[config.mk]
export PLATFORM = sky130hd
export DESIGN_NAME = l1_cache
export DESIGN_NICKNAME = d
export VERILOG_FILES = /design/src/cache_pkg.sv /design/src/mem_pkg.sv /design/src/cache_controller.sv /design/src/cache_sram.sv /design/src/l1_cache.sv
export VERILOG_INCLUDE_DIRS = /design/src
export SDC_FILE = /design/constraint.sdc
export NUM_CORES = 2
export LEC_CHECK = 0
export BUFFER_PORTS_ARGS = -buffer_cell sky130_fd_sc_hd__buf_2
export CAP_MARGIN = 20
export CORE_ASPECT_RATIO = 0.6
export CORE_MARGIN = 8
export CORE_UTILIZATION = 60
export DETAILED_ROUTE_END_ITERATION = 10
export PLACE_DENSITY = 0.76
export SYNTH_ARGS = -nofsm -noshare
export SYNTH_HDL_FRONTEND = slang
export SYNTH_HIERARCHICAL = 1
export SYNTH_SLANG_ARGS = --single-unit
[constraint.sdc]
create_clock -name clk -period 5.6 [get_ports clk]
set_input_delay 0.56 -clock clk [delete_from_list [all_inputs] [get_ports clk]]
set_output_delay 0.56 -clock clk [all_outputs]
set_load 0.05 [all_outputs]
[src/cache_cfg.svh]
`ifndef CACHE_CFG_SVH
`define CACHE_CFG_SVH

// Geometry of the L1 data cache.
// Addresses count words, not bytes.
// Each line holds exactly one word.

// Width of the CPU word address.
`define CACHE_ADDR_W 16

// Width of one data word.
`define CACHE_DATA_W 32

// Width of the line index.
// Six bits give 64 direct-mapped lines.
`define CACHE_INDEX_W 6

// Number of lines in the tag and data stores.
`define CACHE_LINES (1 << `CACHE_INDEX_W)

// The tag is what remains of the address above the index.
`define CACHE_TAG_W (`CACHE_ADDR_W - `CACHE_INDEX_W)

`endif

[src/cache_pkg.sv]
`include "cache_cfg.svh"

package cache_pkg;

	// Line index, the low bits of the word address.
	typedef logic [`CACHE_INDEX_W-1:0] cache_index_t;

	// Tag, the high bits of the word address.
	typedef logic [`CACHE_TAG_W-1:0] cache_tag_t;

	// One entry of the tag store.
	typedef struct packed {
		logic       valid;
		logic       dirty;
		cache_tag_t tag;
	} tag_entry_t;

	// Controller states.
	// Compare spends its first cycle waiting for the registered array read.
	typedef enum logic [2:0] {
		STATE_IDLE,
		STATE_COMPARE,
		// Dirty victim goes out to DRAM.
		STATE_WRITEBACK,
		// One quiet cycle on the DRAM bus before the fill.
		STATE_FILL_REQUEST,
		// Fill read held until the DRAM acknowledges.
		STATE_FILL_DATA,
		STATE_WRITE_HIT,
		// Write miss installs the new word over the line.
		STATE_WRITE_INSTALL,
		// Read hit acknowledge.
		STATE_ACK
	} cache_state_t;

endpackage

[src/mem_pkg.sv]
`include "cache_cfg.svh"

package mem_pkg;

	// Word address, as seen by both the CPU and the DRAM.
	typedef logic [`CACHE_ADDR_W-1:0] mem_addr_t;

	// One data word.
	// The data store holds these, one per line.
	typedef logic [`CACHE_DATA_W-1:0] mem_word_t;

endpackage

[src/cache_controller.sv]
`timescale 1ns/10ps
`include "cache_cfg.svh"

module cache_controller (
	input  logic                    clk,
	input  logic                    rst,
	input  logic                    cpu_cs,
	input  logic                    cpu_we,
	input  mem_pkg::mem_addr_t      cpu_addr,
	output logic                    cpu_ack,
	output cache_pkg::cache_index_t index,
	input  cache_pkg::tag_entry_t   tag_rdata,
	output logic                    tag_we,
	output cache_pkg::tag_entry_t   tag_wdata,
	output logic                    data_we,
	output logic                    fill_sel,
	output logic                    wb_sel,
	output logic                    dram_cs,
	output logic                    dram_we,
	input  logic                    dram_ack
);
	import cache_pkg::*;
	import mem_pkg::*;

	cache_state_t state;
	cache_state_t next_state;

	mem_addr_t    req_addr;
	logic         req_we;
	cache_index_t req_index;
	cache_tag_t   req_tag;
	logic         lookup_ready;
	logic         hit;

	cache_index_t sweep_cnt;
	logic         sweeping;

	assign req_index = req_addr[`CACHE_INDEX_W-1:0];
	assign req_tag   = req_addr[`CACHE_ADDR_W-1:`CACHE_INDEX_W];
	assign hit       = tag_rdata.valid && (tag_rdata.tag == req_tag);

	always_ff @(posedge clk)
	begin
		if (!rst)
		begin
			state <= STATE_IDLE;
		end
		else
		begin
			state <= next_state;
		end
	end

	// The request is taken once, at the edge that leaves idle.
	always_ff @(posedge clk)
	begin
		if (state == STATE_IDLE && cpu_cs && !sweeping)
		begin
			req_addr <= cpu_addr;
			req_we   <= cpu_we;
		end
	end

	// High in the second cycle of compare, when the arrays show the request line.
	always_ff @(posedge clk)
	begin
		if (!rst)
		begin
			lookup_ready <= 1'b0;
		end
		else
		begin
			lookup_ready <= (state == STATE_COMPARE) && !lookup_ready;
		end
	end

	// Invalidate every tag entry, one per cycle, after reset.
	always_ff @(posedge clk)
	begin
		if (!rst)
		begin
			sweep_cnt <= '0;
			sweeping  <= 1'b1;
		end
		else if (sweeping)
		begin
			sweep_cnt <= sweep_cnt + 1'b1;
			if (sweep_cnt == '1)
			begin
				sweeping <= 1'b0;
			end
		end
	end

	always_comb
	begin
		next_state = state;
		case (state)
			STATE_IDLE:
			begin
				if (cpu_cs && !sweeping)
				begin
					next_state = STATE_COMPARE;
				end
			end
			STATE_COMPARE:
			begin
				if (lookup_ready)
				begin
					if (hit)
					begin
						next_state = req_we ? STATE_WRITE_HIT : STATE_ACK;
					end
					else if (tag_rdata.valid && tag_rdata.dirty)
					begin
						next_state = STATE_WRITEBACK;
					end
					else
					begin
						next_state = req_we ? STATE_WRITE_INSTALL : STATE_FILL_REQUEST;
					end
				end
			end
			STATE_WRITEBACK:
			begin
				if (dram_ack)
				begin
					next_state = req_we ? STATE_WRITE_INSTALL : STATE_FILL_REQUEST;
				end
			end
			STATE_FILL_REQUEST:
			begin
				next_state = STATE_FILL_DATA;
			end
			STATE_FILL_DATA:
			begin
				if (dram_ack)
				begin
					next_state = STATE_IDLE;
				end
			end
			default:
			begin
				next_state = STATE_IDLE;
			end
		endcase
	end

	// The sweep owns the index until it is done.
	assign index = sweeping ? sweep_cnt : req_index;

	// A fill installs a clean line, a CPU write a dirty one.
	always_comb
	begin
		if (sweeping)
		begin
			tag_wdata = '0;
		end
		else
		begin
			tag_wdata = '{valid: 1'b1, dirty: req_we, tag: req_tag};
		end
	end

	assign data_we = (state == STATE_WRITE_HIT) || (state == STATE_WRITE_INSTALL) ||
	                 (state == STATE_FILL_DATA && dram_ack);
	assign tag_we  = sweeping || data_we;

	assign fill_sel = (state == STATE_FILL_DATA);
	assign wb_sel   = (state == STATE_WRITEBACK);
	assign dram_cs  = (state == STATE_WRITEBACK) || (state == STATE_FILL_DATA);
	assign dram_we  = (state == STATE_WRITEBACK);

	// A read miss is acknowledged together with its fill word.
	assign cpu_ack = (state == STATE_ACK) || (state == STATE_WRITE_HIT) ||
	                 (state == STATE_WRITE_INSTALL) || (state == STATE_FILL_DATA && dram_ack);

	a_ack_single: assert property (
		@(posedge clk) disable iff (!rst) cpu_ack |=> !cpu_ack
	) else $error("cache_controller: cpu_ack held for two cycles");

	a_dram_hold: assert property (
		@(posedge clk) disable iff (!rst) dram_cs && !dram_ack |=> dram_cs
	) else $error("cache_controller: dram_cs dropped before dram_ack");

	// A DRAM write only goes out while the arrays still show a dirty victim.
	a_wb_victim: assert property (
		@(posedge clk) disable iff (!rst)
		dram_we |-> tag_rdata.valid && tag_rdata.dirty && !hit
	) else $error("cache_controller: dram_we without a dirty victim");

endmodule

[src/cache_sram.sv]
`timescale 1ns/10ps

module cache_sram #(
	parameter type entry_t = logic,
	parameter int  DEPTH   = 2 ** $bits(cache_pkg::cache_index_t)
) (
	input  logic                    clk,
	input  cache_pkg::cache_index_t index,
	input  logic                    we,
	input  entry_t                  wdata,
	output entry_t                  rdata
);

	entry_t mem [DEPTH];

	// Registered read.
	// A read and a write to the same index in one cycle return the old entry.
	always_ff @(posedge clk)
	begin
		if (we)
		begin
			mem[index] <= wdata;
		end
		rdata <= mem[index];
	end

	// A write with an unknown index would corrupt an unknown line.
	a_index_known: assert property (
		@(posedge clk) we |-> !$isunknown(index)
	) else $error("cache_sram: write with unknown index %h", index);

endmodule

[src/l1_cache.sv]
`timescale 1ns/10ps
`include "cache_cfg.svh"

module l1_cache (
	input  logic               clk,
	input  logic               rst,
	input  logic               cpu_cs,
	input  logic               cpu_we,
	input  mem_pkg::mem_addr_t cpu_addr,
	input  mem_pkg::mem_word_t cpu_wdata,
	output logic               cpu_ack,
	output mem_pkg::mem_word_t cpu_rdata,
	output logic               dram_cs,
	output logic               dram_we,
	output mem_pkg::mem_addr_t dram_addr,
	output mem_pkg::mem_word_t dram_wdata,
	input  mem_pkg::mem_word_t dram_rdata,
	input  logic               dram_ack
);
	import cache_pkg::*;
	import mem_pkg::*;

	cache_index_t index;
	tag_entry_t   tag_rdata;
	tag_entry_t   tag_wdata;
	logic         tag_we;
	mem_word_t    data_rdata;
	mem_word_t    data_wdata;
	logic         data_we;
	logic         fill_sel;
	logic         wb_sel;

	cache_controller i_controller (
		.clk       (clk),
		.rst       (rst),
		.cpu_cs    (cpu_cs),
		.cpu_we    (cpu_we),
		.cpu_addr  (cpu_addr),
		.cpu_ack   (cpu_ack),
		.index     (index),
		.tag_rdata (tag_rdata),
		.tag_we    (tag_we),
		.tag_wdata (tag_wdata),
		.data_we   (data_we),
		.fill_sel  (fill_sel),
		.wb_sel    (wb_sel),
		.dram_cs   (dram_cs),
		.dram_we   (dram_we),
		.dram_ack  (dram_ack)
	);

	cache_sram #(
		.entry_t (tag_entry_t),
		.DEPTH   (`CACHE_LINES)
	) i_tag_store (
		.clk   (clk),
		.index (index),
		.we    (tag_we),
		.wdata (tag_wdata),
		.rdata (tag_rdata)
	);

	cache_sram #(
		.entry_t (mem_word_t),
		.DEPTH   (`CACHE_LINES)
	) i_data_store (
		.clk   (clk),
		.index (index),
		.we    (data_we),
		.wdata (data_wdata),
		.rdata (data_rdata)
	);

	// Fills write the DRAM word, everything else writes the CPU word.
	assign data_wdata = fill_sel ? dram_rdata : cpu_wdata;

	// On a read miss the fill word goes straight back to the CPU.
	assign cpu_rdata = fill_sel ? dram_rdata : data_rdata;

	// Writeback address is rebuilt from the victim tag and the line index.
	assign dram_addr  = wb_sel ? {tag_rdata.tag, index} : cpu_addr;
	assign dram_wdata = data_rdata;

endmodule

* After elaboration in Yosys (flattened, before gate mapping)
Memory sizes are Yosys's and may differ from the RTL's. A register that Yosys moved wholly into a read port is not among the register bits.
Cells that the tools add are included.
** Storage, ports and cells
- Output and inout port bits :: 83
- Input bits :: 85
- Memories kept :: 2
- Register bits :: 28
- RAM bits :: 2816
** Memory list
- i_data_store.mem :: depth 64, width 32, read ports 1, clocked after Yosys merged registers in 1, write ports 1, RTL line cache_sram.sv:14 : entry_t mem [DEPTH];
- i_tag_store.mem :: depth 64, width 12, read ports 1, clocked after Yosys merged registers in 1, write ports 1, RTL line cache_sram.sv:14
** Operators by class
- Mux-type cells :: 20
- Add/sub/neg operators :: 1
- Equality and inequality tests :: 13
- Reductions and logical operators :: 18
** Operators with widths (number)
- $mux W32 :: 2
- $mux W3 :: 7
- $mux W16 :: 1
- $pmux W3 S5 :: 1
- $eq A3 B3 Y1 const B :: 4
- $mux W12 :: 1
- $eq A10 B10 Y1 :: 1
- $logic_and A1 B1 Y1 :: 7
- $logic_or A1 B1 Y1 :: 7
- $add A6 B1 Y6 const B :: 1
- $eq A3 B2 Y1 const B :: 2
- $eq A6 B6 Y1 const B :: 1
- $mux W1 :: 6
- $mux W6 :: 1
- $ne A2 B2 Y1 const B :: 3
- $reduce_and A4 Y1 :: 1
- $eq A3 B1 Y1 const B :: 1
- $logic_not A3 Y1 :: 1
- $logic_not A1 Y1 :: 2
- $mux W2 :: 1
- $ne A2 B1 Y1 const B :: 1

* Longest topological paths before layout
- Depth in word-level cells :: 6
- Mapped depth :: 16

* Hierarchy
The synthesis kept the hierarchy.
** By module, submodules not included
- cache_sram (i_data_store) :: cells each 4239, area each 78928.2 µm², times used 1
- cache_sram (i_tag_store) :: cells each 1747, area each 30003.8 µm², times used 1
- cache_controller :: cells each 123, area each 1357.6 µm², times used 1
- l1_cache :: cells each 89, area each 1302.5 µm², times used 1

* Worst setup path after synthesis
No wires, ideal clock.
- Path kind :: reg2reg
- Start point :: register i_controller.sweeping
- End point :: memory i_data_store/mem[12][0] (netlist bit) (enable)
- Path buffers :: 6
- Slack :: 1.294 ns
- Cell stages (with the launch flop) :: 11
- Required time :: 5.179 ns
- Arrival :: 3.885 ns
- Path through :: dfxtp_1 > buf_4 > buf_2 > mux2_1 > buf_6 > buf_12 > nor2_1 > clkbuf_1 > buf_1 > nand3_1 > nor2_1
** On the way
- Word-level cells in the longest chain between the ends :: 1
** RTL lines
- from (decl) :: RTL line cache_controller.sv:36 : logic sweeping;
- from (signal assigned) :: RTL line cache_controller.sv:83 : sweeping <= 1'b1;
- from (signal assigned) :: RTL line cache_controller.sv:90 : sweeping <= 1'b0;
- $mux W6 :: RTL line cache_controller.sv:150 : assign index = sweeping ? sweep_cnt : req_index;
- via index[0] :: RTL line l1_cache.sv:23 : cache_index_t index;
- to (decl) :: RTL line cache_sram.sv:14
The timed path passes the listed nets, and every way through them passes these cells.

* Worst setup path in the final report
- Start point :: register i_controller.sweeping
- End point :: register i_tag_store/rdata[1] (netlist name)
** On the way
- Word-level cells in the longest chain between the ends :: 1
** RTL lines (RTL line)
- $mux W6 :: cache_controller.sv:150
- via index[0] :: l1_cache.sv:23
The timed path passes the listed nets, and every way through them passes these cells.
A chain may end at the register's enable or synchronous reset.

==> run summary <==
- **status** finished clean
- **average detailed-routed wire length per instance** 33.8 um
- **maximum number of buffers from clock root to sink** 4
- **post-synthesis instance area** 112000 sq um
- **RSZ-0062 raised after global routing** no
- **gate count after technology mapping** 6198
- **latest clock arrival within the worst-skew pair** 0.90 ns
- **most frequent cells after synthesis** 2833 x sky130_fd_sc_hd__edfxtp_1, 325 x sky130_fd_sc_hd__a22oi_1, 309 x sky130_fd_sc_hd__mux2i_1, 264 x sky130_fd_sc_hd__a221oi_1, 254 x sky130_fd_sc_hd__nor2_1
- **biggest area consumer among synthesized cells** sky130_fd_sc_hd__edfxtp_1
- **share of cells above drive strength 1** 20.1%
- **largest net degree at the start of global routing** 111
- **antenna violations before repair** 9
- **area of the die** 200000 sq um
- **endpoint required time on the critical path** 6.34 ns
- **worst min path class** in -> reg
- **number of ports placed on the die boundary** 168
- **Period Utilization, post-route** 90.7%
- **count of flip-flops with a built-in enable after synthesis** 2833
- **static leakage** 40.3 nW
- **buffers and inverters on the worst path** 1
- **placed cell count** 8736
- **TritonCTS clock tree** done
- **Overflow after GRT** 0
- **clock network power share** 37.7%
- **HPWL after DPL** 191000 um
- **max-slew violation count** 0
- **Yosys warnings** 6
- **top cells by area, synth** sky130_fd_sc_hd__edfxtp_1 76%, sky130_fd_sc_hd__mux2i_1 2.8%, sky130_fd_sc_hd__mux4_2 2.3%, sky130_fd_sc_hd__a22oi_1 2.2%, sky130_fd_sc_hd__a221oi_1 2.1%
- **critical path, cell by cell** mux2_8 -> and2_2 -> buf_4 -> a221oi_1 -> a21oi_1 -> o21ai_0 -> and4_1 -> o2111ai_1
- **Chip Height** 350 um
- **number of clock buffers inserted by TritonCTS** 243
- **cell with the most instances after synthesis** sky130_fd_sc_hd__edfxtp_1
- **post-detailed-route count of antenna-violating nets** 0
- **minimum period implied by the final worst setup slack** 5.08 ns
- **worst vdd rail ir drop** 0.000247 V
- **weighted congestion reported at the end of routability-driven placement** 0.981
- **hold wc startpoint** cpu_wdata[31]
- **wire length after detailed routing** 311000 um
- **startpoint type of the worst setup path** flip-flop
- **cell with the biggest individual delay on the critical path** sky130_fd_sc_hd__o21ai_0
- **internal portion of total power** 0.0336 W
- **starting density of the core** 60.5%
- **Hold Fails Final Rpt** 0
- **num rows** 122
- **power per standard cell area** 348 nW/um^2
- **Crit path max-delay family** compound AO/OA/AOI/OAI gates
- **critical path capture point type** flip-flop
- **transition time at the pin with the least slew margin** 1.30 ns
- **clock slew at reported path FFs** 0.07 ns
- **final instance count without filler cells** 9207
- **vias after detailed routing** 65663
- **largest stage delay on the critical path** 1.02 ns
- **total core area** 185000 sq um
- **crit path setup slack, layout** 0.520 ns
- **first-pass iteration count of the detailed router** 8
- **portion of total power attributed to combinational logic** 7.6%
- **area fraction of the dominant cell type after synthesis** 76.2%
- **worst hold margin** 0.148 ns
- **clock skew** 0.0683 ns
- **max-capacitance violation count** 0
- **Syn Nets** 6284
- **number of setup violations in the final report** 0
- **Vias/cell** 7.13
- **vias in the first global route** 62243
- **relative contribution of sequential cells to total power** 54.7%
- **sequential element share of the synthesized area** 77.2%
- **# clock sinks** 2888
- **number of buffers inserted to repair setup after CTS** 0
- **async set or reset register ratio after synthesis** 0%
- **overall track demand over capacity in global routing** 30.1%
- **number of synthesized register bits** 2888
- **first-pass GRT wire length** 443000 um
- **switching share of power** 22.7%
- **Layout Area Growth over Synthesis** 12.2%
- **predominant post-synthesis flop cell** sky130_fd_sc_hd__edfxtp_1
- **IO buf count** 167
- **number of unique standard cell types used by synthesis** 80
- **worst setup path start** i_controller/sweeping
- **depth of the CTS H-tree** 4
- **maximum achievable frequency** 0.197 GHz
- **iteration-0 DRC count of the detailed router** 11176
- **critical register-to-register path startpoint** i_controller/sweeping
- **crit path max fanout** 68
- **summed negative setup slack over all endpoints** 0 ns
- **Switching Power** 0.00987 W
- **number of nets in the final layout** 6612
- **slew margin rel.** 12.3%
- **DRC violation count after routing** 0
- **kind of critical path** reg -> reg
- **Post-Syn Area per Cell** 18.0 sq um
- **die outline width** 573 um
- **root buffer cell** sky130_fd_sc_hd__clkbuf_16
- **arrival time reported for the critical path endpoint** 5.82 ns
- **minimum setup slack after placement** 0.714 ns
cell usage in the layout (no fill, tap or decap), drive strengths merged, types with 25 or more instances in the layout:
master	synthesis	layout
nor2b	29	29
o22ai	116	116
a31oi	48	48
and3	88	88
o22a	74	74
edfxtp	2833	2833
a22oi	325	325
mux4	118	118
a21oi	215	215
mux2i	309	309
clkbuf	213	286
dfxtp	55	55
nor2	255	255
a221o	25	25
o21ai	155	155
clkinv	0	123
nand3	72	72
nor3	38	38
a221oi	264	264
nand2	75	75
mux2	273	273
a22o	93	93
buf	235	511
kinds of logic after synthesis:
family | count (synthesis) | share of synthesized area [%]
DFF | 2888 | 77.2
AOI/OAI and AO/OA | 1444 | 9.37
adders and majority gates | 1 | 0.0112
buffers and inverters | 455 | 1.99
muxes | 700 | 8.14
and+or+nand+nor | 695 | 3.15
xor gates and xnor gates | 15 | 0.118
metal layers:
metal	global-route usage, %	vias to the layer above	wire (um)
li1	-	26225	-
met1	46.2	33275	121000
met2	41.0	5553	128000
met3	10.7	600	53000
met4	8.15	10	9120
met5	0	-	74
power by group through the flow:
stage          Sequential (W)  Combinational [W]  Clock [W]
2_1_floorplan          0.0243            0.00193          0
3_3_place_gp           0.0243            0.00311          0
3_5_place_dp           0.0243            0.00317          0
4_1_cts                0.0238            0.00320     0.0165
5_1_grt                0.0238            0.00340     0.0173
6_report               0.0238            0.00329     0.0164
worst reg2reg max path: cells and delay by family (launching register included):
| family | cells | cell delay [ns] |
|---|---|---|
| AO/OA/AOI/OAI | 4 | 1.63 |
| buffers and inverters | 1 | 0.39 |
| flip-flops | 1 | 0.96 |
| multiplexers | 1 | 0.62 |
| AND/OR/NAND/NOR | 2 | 1.34 |
flip-flops by register name, indices dropped and copies added (netlist names), 3 cells and up:
name / cells
i_controller/req_addr: 16
i_controller/state: 3
i_controller/sweep_cnt: 6
i_data_store/mem: 2048
i_data_store/rdata: 32
i_tag_store/mem: 768
i_tag_store/rdata: 12
layout make-up:
class	count	area, sq um
Multi-Input combinational cell	2855	24000
Clock inverter	153	1240
Tap cell	2480	3100
Inverter	7	33.8
Sequential cell	2888	86200
Timing Repair Buffer	531	4320
Fill cell	11548	59400
Antenna cell	8	20.0
Clock buffer	285	6300
final timing paths:
| kind | end | slack (ns) | cells after the start |
|---|---|---|---|
| setup / recovery | i_tag_store/rdata[1] | 0.52 | 8 |
| hold / removal | i_data_store/mem[56][31] | 0.15 | 2 |
| setup reg to reg | i_tag_store/rdata[1] | 0.52 | 8 |
| hold reg to reg | i_controller/lookup_ready | 0.50 | 1 |
metrics by stage:
stage               power, W  cell area, sq um  utilization, %
floorplan             0.0263            112000               -
global placement      0.0274            117000            63.6
detailed placement    0.0275            117000            63.6
CTS                   0.0435            125000            67.8
global route          0.0445            125000            67.8
finish                0.0435            125000            67.8
what timing repair did:
| item | 4_1_cts | 5_1_grt |
|---|---|---|
| hold buffers | 19 | 0 |
| resized for setup | 0 | 0 |
| hold endpoints to repair | 19 | 0 |
Note: power is estimated with default switching activity, not from simulation.
